===== src/verilog/dm9000a_reg_pkg.sv =====
package dm9000a_reg_pkg;

   //////////////////////////////////////////////////
   // Bus pin levels and register indices
   //////////////////////////////////////////////////

   // Level of the CMD pin for each cycle type.
   localparam logic CMD_INDEX = 1'b0;
   localparam logic CMD_DATA  = 1'b1;

   localparam logic [7:0] NCR    = 8'h00;
   localparam logic [7:0] NSR    = 8'h01;
   localparam logic [7:0] RXCR   = 8'h05;
   localparam logic [7:0] PAR_0  = 8'h10;
   localparam logic [7:0] MAR_0  = 8'h16;
   localparam logic [7:0] GPR    = 8'h1f;
   localparam logic [7:0] MRCMDX = 8'hf0;
   localparam logic [7:0] MRCMD  = 8'hf2;
   localparam logic [7:0] ISR    = 8'hfe;
   localparam logic [7:0] IMR    = 8'hff;

   //////////////////////////////////////////////////
   // Bit masks
   //////////////////////////////////////////////////

   localparam logic [7:0] NCR_RST     = 8'h01;
   localparam logic [7:0] NSR_LINK    = 8'h40;
   // Wake, TX2 end and TX1 end are write-one-to-clear.
   localparam logic [7:0] NSR_CLEAR   = 8'h2c;
   localparam logic [7:0] ISR_PR      = 8'h01;
   localparam logic [7:0] ISR_LNKCHG  = 8'h20;
   localparam logic [7:0] ISR_ALL     = 8'h3f;
   localparam logic [7:0] IMR_PAR     = 8'h80;
   // Pointer auto-wrap, link change and packet received.
   localparam logic [7:0] IMR_ENABLE  = 8'ha1;
   // Promiscuous mode plus RX enable.
   localparam logic [7:0] RXCR_ENABLE = 8'h03;
   // Every RX status error flag except the multicast bit.
   localparam logic [7:0] RXSR_BAD    = 8'hbf;

   localparam logic [47:0] MAC_ADDRESS    = 48'h010203040506;
   localparam logic [63:0] MULTICAST_HASH = 64'h0;

   localparam logic [7:0] RESET_SPIN = 8'd12;
   localparam logic [7:0] PHY_SPIN   = 8'd24;
   localparam int         INIT_STEPS = 20;

endpackage


===== src/verilog/enet_ctrl_pkg.sv =====
package enet_ctrl_pkg;

   typedef logic [15:0] enet_word_t;
   typedef logic [7:0]  reg_index_t;
   typedef logic [7:0]  spin_count_t;
   typedef logic [2:0]  credit_count_t;

   // Depth of the consumer's word buffer.
   localparam credit_count_t RX_CREDITS = 3'd4;

   typedef enum logic [1:0] {
      REG_RD,
      REG_WR,
      STREAM_SETUP,
      STREAM_RD
   } bus_op_e;

   typedef struct packed {
      logic       valid;
      bus_op_e    op;
      reg_index_t index;
      enet_word_t data;
   } bus_req_t;

   typedef struct packed {
      logic       valid;
      logic       last;
      enet_word_t data;
   } rx_word_t;

   //////////////////////////////////////////////////
   // FSM states
   //////////////////////////////////////////////////

   typedef enum logic [3:0] {
      CMD_SCRIPT, CMD_SPIN, CMD_IDLE, CMD_MASK, CMD_ISR_READ, CMD_ISR_CLEAR,
      CMD_DISPATCH, CMD_PREFETCH, CMD_RX_START, CMD_RX_WAIT, CMD_LINK, CMD_UNMASK
   } cmd_state_e;

   typedef enum logic [2:0] {
      BUS_IDLE, BUS_INDEX, BUS_TURN, BUS_WRITE, BUS_READ, BUS_FINISH
   } bus_state_e;

   typedef enum logic [2:0] {
      RX_IDLE, RX_SETUP, RX_STATUS, RX_LENGTH, RX_DATA
   } rx_state_e;

endpackage


===== src/verilog/init_script_rom.sv =====
`timescale 1ns/10ps

module init_script_rom
   import dm9000a_reg_pkg::*;
   import enet_ctrl_pkg::*;
(
   input  logic [4:0]  step,
   output reg_index_t  index,
   output enet_word_t  data,
   output spin_count_t spin
);

   logic [63:0] hash;
   logic [2:0]  mac_pos;
   logic [2:0]  mar_pos;

   // Top hash bit set so broadcast frames get through.
   assign hash    = {1'b1, MULTICAST_HASH[62:0]};
   assign mac_pos = 3'(step - 5'd4);
   assign mar_pos = 3'(step - 5'd10);

   always_comb begin
      index = NCR;
      data  = '0;
      spin  = '0;
      case (step) inside
         5'd0: begin
            index = NCR;
            data  = {8'h00, NCR_RST};
            spin  = RESET_SPIN;
         end
         // Writing zero to GPR powers up the PHY.
         5'd1: begin
            index = GPR;
            spin  = PHY_SPIN;
         end
         5'd2: begin
            index = NSR;
            data  = {8'h00, NSR_CLEAR};
         end
         5'd3: begin
            index = ISR;
            data  = {8'h00, ISR_ALL};
         end
         [5'd4:5'd9]: begin
            index = PAR_0 + reg_index_t'(mac_pos);
            data  = {8'h00, MAC_ADDRESS[8*mac_pos +: 8]};
         end
         [5'd10:5'd17]: begin
            index = MAR_0 + reg_index_t'(mar_pos);
            data  = {8'h00, hash[8*mar_pos +: 8]};
         end
         5'd18: begin
            index = RXCR;
            data  = {8'h00, RXCR_ENABLE};
         end
         5'd19: begin
            index = IMR;
            data  = {8'h00, IMR_ENABLE};
         end
         default: ;
      endcase
   end

endmodule


===== src/verilog/enet_bus_engine.sv =====
`timescale 1ns/10ps

module enet_bus_engine
   import dm9000a_reg_pkg::*;
   import enet_ctrl_pkg::*;
(
   input  logic       clk_enet,
   input  logic       reset,
   input  bus_req_t   req,
   input  enet_word_t enet_data_in,
   output logic       bus_done,
   output enet_word_t bus_rd_data,
   output logic       enet_cmd,
   output logic       enet_wr_n,
   output logic       enet_rd_n,
   output enet_word_t enet_data_out,
   output logic       enet_data_oe
);

   bus_state_e state;
   bus_op_e    cur_op;
   enet_word_t cur_data;

   // The chip only sees our data while the write strobe is low.
   assign enet_data_oe = ~enet_wr_n;

   always_ff @(posedge clk_enet) begin
      if (reset) begin
         state     <= BUS_IDLE;
         bus_done  <= 1'b0;
         enet_cmd  <= CMD_DATA;
         enet_wr_n <= 1'b1;
         enet_rd_n <= 1'b1;
      end else begin
         case (state)
            BUS_IDLE: begin
               if (req.valid) begin
                  cur_op   <= req.op;
                  cur_data <= req.data;
                  // Stream reads keep the index from the last setup.
                  if (req.op == STREAM_RD) begin
                     state     <= BUS_READ;
                     enet_cmd  <= CMD_DATA;
                     enet_rd_n <= 1'b0;
                  end else begin
                     state         <= BUS_INDEX;
                     enet_cmd      <= CMD_INDEX;
                     enet_wr_n     <= 1'b0;
                     enet_data_out <= {8'h00, req.index};
                  end
               end
            end
            // Both strobes go high for one cycle after the index.
            BUS_INDEX: begin
               state     <= BUS_TURN;
               enet_cmd  <= CMD_DATA;
               enet_wr_n <= 1'b1;
               bus_done  <= (cur_op == STREAM_SETUP);
            end
            BUS_TURN: begin
               if (cur_op == STREAM_SETUP) begin
                  state    <= BUS_IDLE;
                  bus_done <= 1'b0;
               end else if (cur_op == REG_WR) begin
                  state         <= BUS_WRITE;
                  enet_wr_n     <= 1'b0;
                  enet_data_out <= cur_data;
                  bus_done      <= 1'b1;
               end else begin
                  state     <= BUS_READ;
                  enet_rd_n <= 1'b0;
               end
            end
            BUS_WRITE: begin
               state     <= BUS_IDLE;
               enet_wr_n <= 1'b1;
               bus_done  <= 1'b0;
            end
            // Sample at the end of the read strobe cycle.
            BUS_READ: begin
               state       <= BUS_FINISH;
               enet_rd_n   <= 1'b1;
               bus_rd_data <= enet_data_in;
               bus_done    <= 1'b1;
            end
            BUS_FINISH: begin
               state    <= BUS_IDLE;
               bus_done <= 1'b0;
            end
            default: state <= BUS_IDLE;
         endcase
      end
   end

endmodule


===== src/verilog/rx_packet_reader.sv =====
`timescale 1ns/10ps

module rx_packet_reader
   import dm9000a_reg_pkg::*;
   import enet_ctrl_pkg::*;
(
   input  logic       clk_enet,
   input  logic       reset,
   input  logic       rx_start,
   input  logic       bus_done,
   input  enet_word_t bus_rd_data,
   input  logic       rx_credit,
   output bus_req_t   rx_req,
   output logic       rx_busy,
   output rx_word_t   rx_word
);

   rx_state_e     state;
   credit_count_t credits;
   enet_word_t    words_left;
   logic          bad;
   logic          rd_done;
   logic          send;
   logic          issue_ok;

   assign rd_done = rx_req.valid && bus_done;
   assign send    = (state == RX_DATA) && rd_done && !bad;
   // Bad packets are drained without spending credits.
   assign issue_ok = (state != RX_IDLE) &&
                     ((state != RX_DATA) || (words_left != '0 && (bad || credits != '0)));

   always_ff @(posedge clk_enet) begin
      if (reset) begin
         credits <= RX_CREDITS;
      end else begin
         credits <= credits + credit_count_t'(rx_credit) - credit_count_t'(send);
      end
   end

   always_ff @(posedge clk_enet) begin
      if (reset) begin
         state         <= RX_IDLE;
         rx_busy       <= 1'b0;
         rx_req.valid  <= 1'b0;
         rx_word.valid <= 1'b0;
      end else begin
         rx_word.valid <= 1'b0;
         if (rd_done) begin
            rx_req.valid <= 1'b0;
         end else if (!rx_req.valid && issue_ok) begin
            rx_req.valid <= 1'b1;
            rx_req.index <= MRCMD;
            rx_req.data  <= '0;
            if (state == RX_SETUP) begin
               rx_req.op <= STREAM_SETUP;
            end else begin
               rx_req.op <= STREAM_RD;
            end
         end
         case (state)
            RX_IDLE: begin
               if (rx_start) begin
                  state   <= RX_SETUP;
                  rx_busy <= 1'b1;
               end
            end
            RX_SETUP: if (rd_done) state <= RX_STATUS;
            // RX status sits in the high byte of the first word.
            RX_STATUS: begin
               if (rd_done) begin
                  bad   <= |(bus_rd_data[15:8] & RXSR_BAD);
                  state <= RX_LENGTH;
               end
            end
            RX_LENGTH: begin
               if (rd_done) begin
                  words_left <= {1'b0, bus_rd_data[15:1]} + {15'd0, bus_rd_data[0]};
                  state      <= RX_DATA;
               end
            end
            RX_DATA: begin
               if (rd_done) begin
                  words_left <= words_left - 16'd1;
                  rx_word    <= '{valid: !bad, last: (words_left == 16'd1), data: bus_rd_data};
               end else if (!rx_req.valid && words_left == '0) begin
                  state   <= RX_IDLE;
                  rx_busy <= 1'b0;
               end
            end
            default: state <= RX_IDLE;
         endcase
      end
   end

endmodule


===== src/verilog/enet_cmd_sequencer.sv =====
`timescale 1ns/10ps

module enet_cmd_sequencer
   import dm9000a_reg_pkg::*;
   import enet_ctrl_pkg::*;
(
   input  logic        clk_enet,
   input  logic        reset,
   input  logic        enet_int,
   input  logic        bus_done,
   input  enet_word_t  bus_rd_data,
   input  logic        rx_busy,
   input  reg_index_t  rom_index,
   input  enet_word_t  rom_data,
   input  spin_count_t rom_spin,
   input  bus_req_t    rx_req,
   output logic [4:0]  step,
   output bus_req_t    req,
   output logic        rx_start,
   output logic        link_status
);

   cmd_state_e  state;
   bus_req_t    seq_req;
   spin_count_t spin_left;
   logic [7:0]  isr_flags;
   logic        op_active;
   bus_op_e     op;
   reg_index_t  op_index;
   enet_word_t  op_data;
   logic        op_done;
   logic        last_step;

   // The packet reader owns the bus for the whole packet.
   assign req       = rx_busy ? rx_req : seq_req;
   assign op_done   = seq_req.valid && bus_done;
   assign last_step = (step == 5'(INIT_STEPS - 1));

   //////////////////////////////////////////////////
   // Bus operation of each state
   //////////////////////////////////////////////////

   always_comb begin
      op_active = 1'b1;
      op        = REG_WR;
      op_index  = rom_index;
      op_data   = rom_data;
      case (state)
         CMD_SCRIPT: ;
         CMD_MASK: begin
            op_index = IMR;
            op_data  = {8'h00, IMR_PAR};
         end
         CMD_ISR_READ: begin
            op       = REG_RD;
            op_index = ISR;
         end
         CMD_ISR_CLEAR: begin
            op_index = ISR;
            op_data  = {8'h00, ISR_ALL};
         end
         CMD_PREFETCH: begin
            op       = REG_RD;
            op_index = MRCMDX;
         end
         CMD_LINK: begin
            op       = REG_RD;
            op_index = NSR;
         end
         CMD_UNMASK: begin
            op_index = IMR;
            op_data  = {8'h00, IMR_ENABLE};
         end
         default: op_active = 1'b0;
      endcase
   end

   //////////////////////////////////////////////////
   // Control FSM
   //////////////////////////////////////////////////

   always_ff @(posedge clk_enet) begin
      if (reset) begin
         state         <= CMD_SCRIPT;
         step          <= '0;
         spin_left     <= '0;
         isr_flags     <= '0;
         seq_req.valid <= 1'b0;
         rx_start      <= 1'b0;
         link_status   <= 1'b0;
      end else begin
         rx_start <= 1'b0;
         if (op_done) begin
            seq_req.valid <= 1'b0;
         end else if (op_active && !seq_req.valid) begin
            seq_req <= '{valid: 1'b1, op: op, index: op_index, data: op_data};
         end
         case (state)
            CMD_SCRIPT: begin
               if (op_done) begin
                  spin_left <= rom_spin;
                  state     <= CMD_SPIN;
               end
            end
            // A zero spin just moves on to the next step.
            CMD_SPIN: begin
               if (spin_left > 8'd1) begin
                  spin_left <= spin_left - 8'd1;
               end else if (last_step) begin
                  state <= CMD_IDLE;
               end else begin
                  step  <= step + 5'd1;
                  state <= CMD_SCRIPT;
               end
            end
            CMD_IDLE: if (enet_int) state <= CMD_MASK;
            CMD_MASK: if (op_done) state <= CMD_ISR_READ;
            CMD_ISR_READ: begin
               if (op_done) begin
                  isr_flags <= bus_rd_data[7:0];
                  state     <= CMD_ISR_CLEAR;
               end
            end
            CMD_ISR_CLEAR: if (op_done) state <= CMD_DISPATCH;
            CMD_DISPATCH: begin
               if (|(isr_flags & ISR_PR)) begin
                  state <= CMD_PREFETCH;
               end else if (|(isr_flags & ISR_LNKCHG)) begin
                  state <= CMD_LINK;
               end else begin
                  state <= CMD_UNMASK;
               end
            end
            // Ready byte of 1 means another packet is waiting.
            CMD_PREFETCH: begin
               if (op_done) begin
                  if (bus_rd_data[15:8] == 8'h01) begin
                     rx_start <= 1'b1;
                     state    <= CMD_RX_START;
                  end else begin
                     isr_flags <= isr_flags & ~ISR_PR;
                     state     <= CMD_DISPATCH;
                  end
               end
            end
            CMD_RX_START: state <= CMD_RX_WAIT;
            CMD_RX_WAIT: if (!rx_busy) state <= CMD_PREFETCH;
            CMD_LINK: begin
               if (op_done) begin
                  link_status <= |(bus_rd_data[7:0] & NSR_LINK);
                  isr_flags   <= isr_flags & ~ISR_LNKCHG;
                  state       <= CMD_DISPATCH;
               end
            end
            CMD_UNMASK: if (op_done) state <= CMD_IDLE;
            default: state <= CMD_IDLE;
         endcase
      end
   end

endmodule


===== src/verilog/dm9000a_controller.sv =====
`timescale 1ns/10ps

module dm9000a_controller
   import enet_ctrl_pkg::*;
(
   input  logic       clk_enet,
   input  logic       reset,
   input  logic       enet_int,
   input  enet_word_t enet_data_in,
   input  logic       rx_credit,
   output logic       enet_cmd,
   output logic       enet_wr_n,
   output logic       enet_rd_n,
   output enet_word_t enet_data_out,
   output logic       enet_data_oe,
   output rx_word_t   rx_word,
   output logic       link_status
);

   logic [4:0]  step;
   reg_index_t  rom_index;
   enet_word_t  rom_data;
   spin_count_t rom_spin;
   bus_req_t    bus_req;
   bus_req_t    rx_req;
   logic        bus_done;
   enet_word_t  bus_rd_data;
   logic        rx_start;
   logic        rx_busy;

   enet_cmd_sequencer u_sequencer (
      .clk_enet    (clk_enet),
      .reset       (reset),
      .enet_int    (enet_int),
      .bus_done    (bus_done),
      .bus_rd_data (bus_rd_data),
      .rx_busy     (rx_busy),
      .rom_index   (rom_index),
      .rom_data    (rom_data),
      .rom_spin    (rom_spin),
      .rx_req      (rx_req),
      .step        (step),
      .req         (bus_req),
      .rx_start    (rx_start),
      .link_status (link_status)
   );

   init_script_rom u_script_rom (
      .step  (step),
      .index (rom_index),
      .data  (rom_data),
      .spin  (rom_spin)
   );

   enet_bus_engine u_bus_engine (
      .clk_enet      (clk_enet),
      .reset         (reset),
      .req           (bus_req),
      .enet_data_in  (enet_data_in),
      .bus_done      (bus_done),
      .bus_rd_data   (bus_rd_data),
      .enet_cmd      (enet_cmd),
      .enet_wr_n     (enet_wr_n),
      .enet_rd_n     (enet_rd_n),
      .enet_data_out (enet_data_out),
      .enet_data_oe  (enet_data_oe)
   );

   rx_packet_reader u_rx_reader (
      .clk_enet    (clk_enet),
      .reset       (reset),
      .rx_start    (rx_start),
      .bus_done    (bus_done),
      .bus_rd_data (bus_rd_data),
      .rx_credit   (rx_credit),
      .rx_req      (rx_req),
      .rx_busy     (rx_busy),
      .rx_word     (rx_word)
   );

endmodule


===== config.mk =====
export PLATFORM = sky130hd
export DESIGN_NAME = dm9000a_controller
export DESIGN_NICKNAME = d
export VERILOG_FILES = /design/src/verilog/dm9000a_reg_pkg.sv /design/src/verilog/enet_ctrl_pkg.sv /design/src/verilog/init_script_rom.sv /design/src/verilog/enet_bus_engine.sv /design/src/verilog/rx_packet_reader.sv /design/src/verilog/enet_cmd_sequencer.sv /design/src/verilog/dm9000a_controller.sv
export SDC_FILE = /design/constraint.sdc
export NUM_CORES = 1
export LEC_CHECK = 0
export ABC_CLOCK_PERIOD_IN_PS = 7100
export BUFFER_PORTS_ARGS = -buffer_cell sky130_fd_sc_hd__buf_2
export CAP_MARGIN = 30
export CELL_PAD_IN_SITES_DETAIL_PLACEMENT = 1
export CELL_PAD_IN_SITES_GLOBAL_PLACEMENT = 1
export CORE_AREA = 4 4 119 121
export DETAILED_ROUTE_END_ITERATION = 10
export DIE_AREA = 0 0 123 125
export PLACE_DENSITY_LB_ADDON = 0.1
export SETUP_SLACK_MARGIN = 0.05
export SYNTH_ARGS = -nofsm -noshare
export SYNTH_HDL_FRONTEND = slang
export SYNTH_SLANG_ARGS = --single-unit
export TNS_END_PERCENT = 50

===== constraint.sdc =====
create_clock -name clk_enet -period 7.1 [get_ports clk_enet]
set_input_delay 1.065 -clock clk_enet [delete_from_list [all_inputs] [get_ports clk_enet]]
set_output_delay 1.065 -clock clk_enet [all_outputs]
set_load 0.02 [all_outputs]

==> results.json <==
{
  "route.final.wire_length_mm": 15.92,
  "route.vias.total": 5007,
  "slew_headroom": 0.2642,
  "crit_path_cell_trace": "nor3_1, nor3b_1, nand2_1, a2bb2oi_1, a221o_1",
  "num_io_pins": 59,
  "yosys.cell_types.count": 66,
  "worst-slew-pin-transition_ns": 1.095,
  "cp_data_arrival_time_ns": 2.99,
  "synth.yosys.seq_area_share": 0.4963,
  "rsz_0062_raised_after_global_routing": "false",
  "fmaxAchievable_mhz": 367.7,
  "worstPathRequired_ns": 7.37,
  "cts.path.max_buffers": 2,
  "drt-pass1-iter-count": 4,
  "cts_buffers": 17,
  "max_stage_delay_ns": 0.96,
  "yosysWarnings": 0,
  "hold_crit_start": "u_bus_engine.bus_rd_data[1]$_DFFE_PP_",
  "vias_per_cell": 5.632,
  "postSynthAreaPerCell_um2": 9.884,
  "synth_edf_count": 82,
  "worstSkewPairLatency_ns": 0.42,
  "cts.clk_slew.worst_paths_ns": 0.05,
  "grt.total_usage": 0.2195,
  "finalSetupTns_ns": 0,
  "die-area_mm2": 0.01538,
  "post_cts_buffers": 0,
  "number_of_global_route_vias_before_repair": 5297,
  "cts-resized-gates": 0,
  "end_kind": "flop",
  "power.share.switching": 0.3198,
  "synthArstFlopShare": 0,
  "core_box_area_mm2": 0.01309,
  "place.detailed.hpwl_mm": 11.10,
  "seq_power_share": 0.385,
  "globalplace.congestion": 0.8830,
  "wl_per_cell_um": 17.91,
  "floorplan.initialDensity": 0.4963,
  "switching_power_uw": 798.0,
  "comb_power_share": 0.263,
  "ys_ff_latch": 120,
  "detail_route.drc_violations": 0,
  "maxSlewViolCount": 0,
  "antenna_found_initial": 0,
  "final_report_setup_violation_count": 0,
  "grt_max_degree": 38,
  "chipHeight_um": 125,
  "grt_first_pass_wirelength_mm": 27.08,
  "synthesized_cell_area_mm2": 0.006494,
  "final.hold.worst_slack_ns": 0.4569,
  "tritoncts": "done",
  "synth_flop_cell": "edfxtp_1",
  "worst_path_max_delay_cell": "nor3_1",
  "timing_hold_violations_final": 0,
  "netlist_instances": 657,
  "internal_power_mw": 1.697,
  "fin_cells": 889,
  "status": "completed",
  "power.clock.fraction": 0.352,
  "peakVddDrop_mv": 0.2043,
  "cts.sinks": 120,
  "grt_remaining_overflow": 0,
  "static_leakage_nw": 2.757,
  "antenna_cells_inserted": 0,
  "powerDensity_mw_per_mm2": 334.4,
  "die_w_um": 123,
  "drt-initial-drc-count": 287,
  "placementRows": 42,
  "reg2reg_from": "u_sequencer.step[2]$_SDFFE_PP0P_",
  "drtAntennaViolNets": 0,
  "final_util": 0.5703,
  "syn2layout_area_growth_pct": 14.91,
  "period_share": 0.3830,
  "worstPathMaxFanout": 17,
  "dp.cells": 856,
  "htreeDepth": 4,
  "max_cap_viol": 0,
  "final.setup_skew_ns": 0.007809,
  "startpoint": "u_sequencer.step[2]$_SDFFE_PP0P_",
  "hold_buffers": 0,
  "criticalPathCategory": "flop to flop",
  "period_needed_ns": 2.719,
  "start_kind": "flop",
  "clock-root-buffer": "clkbuf_16",
  "count_of_input_and_output_buffers": 50,
  "share_of_cells_above_drive_strength_1": 0.1374,
  "worst_hold_path_type": "flop to flop",
  "design.final.nets": 742
}
-- final timing paths --
path / to / cells after the start / slack, ns
worst max-delay path: u_sequencer.seq_req[5]$_DFFE_PP_ / 5 / 4.38
worst min-delay path: u_rx_reader.rx_word[1]$_DFFE_PP_ / 0 / 0.46
worst max register to register: u_sequencer.seq_req[5]$_DFFE_PP_ / 5 / 4.38
worst min register to register: u_rx_reader.rx_word[1]$_DFFE_PP_ / 0 / 0.46
-- synth_stat cells (4+ instances only) --
master	n	share of area
xnor2_1	29	0.039
o22ai_1	4	0.0039
clkbuf_1	22	0.013
and2_1	7	0.0067
o31ai_1	4	0.0046
nand2_1	51	0.029
dfxtp_1	38	0.12
a31oi_1	4	0.0039
o21ai_0	34	0.026
nor2_1	73	0.042
nor3_1	28	0.022
buf_1	5	0.0029
nor2b_1	20	0.019
nand3b_1	6	0.0069
inv_1	24	0.014
nand2b_1	16	0.015
or2_2	7	0.0067
o211ai_1	4	0.0046
a211oi_1	11	0.013
ha_1	21	0.040
nor4_1	11	0.011
a21oi_1	31	0.024
edfxtp_1	82	0.38
nand4_1	6	0.0058
nand3_1	17	0.013
mux2i_1	8	0.012
or3_1	5	0.0048
buf_4	8	0.0092
xor2_1	11	0.015
a21o_1	6	0.0069
-- power groups by stage --
stage / Combinational (mW) / Sequential (mW) / Clock, mW
2_1_floorplan: 0.528 / 0.938 / 0
3_3_place_gp: 0.627 / 0.966 / 0
3_5_place_dp: 0.647 / 0.971 / 0
4_1_cts: 0.658 / 0.959 / 0.892
5_1_grt: 0.741 / 0.975 / 0.933
6_report: 0.656 / 0.960 / 0.879
-- logic make-up (layout without fill, tap and decap cells) --
family	count (synthesis)	count (layout)	share of synthesized area
buffers and inverters	63	112	0.04355
adder cells (fa/ha/maj)	22	22	0.04355
multiplexers	10	10	0.01580
AND/OR/NAND/NOR	265	265	0.2083
flip-flops	120	120	0.4963
XOR/XNOR	40	40	0.05395
other	1	8	0.0005775
AO/OA/AOI/OAI	136	136	0.1380
-- cell usage in the layout, fill, tap and decap left out, drive strengths merged, types with 4 or more instances in the layout --
cell type	n
a211oi	11
a21o	6
a21oi	31
a31oi	4
and2	8
buf	55
bufinv	4
clkbuf	22
clkinv	6
conb	8
dfxtp	38
edfxtp	82
ha	21
inv	25
mux2i	8
nand2	51
nand2b	16
nand3	17
nand3b	6
nand4	6
nor2	73
nor2b	20
nor3	28
nor4	12
o211ai	5
o21ai	34
o22ai	4
o31ai	4
or2	7
or3	5
xnor2	29
xor2	11
-- metrics by stage --
step                      area (µm²)  setup slack, ns  total power, mW
after detailed placement        6862            4.289            1.618
after global placement          6834            4.384            1.593
after CTS                       7457            4.441            2.509
after global routing            7462            4.182            2.650
final                           7462            4.381            2.495
after floorplan                 6520            3.923            1.465
-- sequential cells by signal, summed over array words and instances, names as in the netlist --
name                        flops
u_rx_reader.rx_word            18
u_bus_engine.bus_rd_data       16
u_rx_reader.words_left         16
u_sequencer.seq_req            15
u_bus_engine.enet_data_out      8
u_sequencer.spin_left           8
u_bus_engine.cur_data           7
u_sequencer.step                5
u_sequencer.state               4
u_bus_engine.state              3
u_rx_reader.credits             3
u_rx_reader.state               3
u_bus_engine.cur_op             2
u_rx_reader.rx_req              2
u_sequencer.isr_flags           2
u_bus_engine.bus_done           1
u_bus_engine.enet_cmd           1
u_bus_engine.enet_rd_n          1
u_bus_engine.enet_wr_n          1
u_rx_reader.bad                 1
u_rx_reader.rx_busy             1
u_sequencer.link_status         1
u_sequencer.rx_start            1
-- metal layers --
| layer | track usage | up-vias | part of all wire |
|---|---|---|---|
| met4 | 0.06384 | 0 | 0.015 |
| met5 | 0 | - | 0 |
| met3 | 0.05014 | 19 | 0.043 |
| li1 | - | 2453 | - |
| met2 | 0.3496 | 98 | 0.48 |
| met1 | 0.3009 | 2437 | 0.46 |
-- area by class of cell --
class	instances	area, µm²
Inverter	25	93.84
Clock inverter	10	151.4
Clock buffer	22	444.2
Tap cell	176	220.2
Timing Repair Buffer	55	305.3
Multi-Input combinational cell	481	3024
Fill cell	1469	5623
Sequential cell	120	3223
-- worst max-delay path, delay by kind of cell, from the launching register on --
kind | cells | cell delay, ns
and+or+nand+nor | 3 | 1.48
AOI/OAI and AO/OA | 2 | 0.61
DFF | 1 | 0.49
No activity file was read; power rests on OpenSTA's default activity.
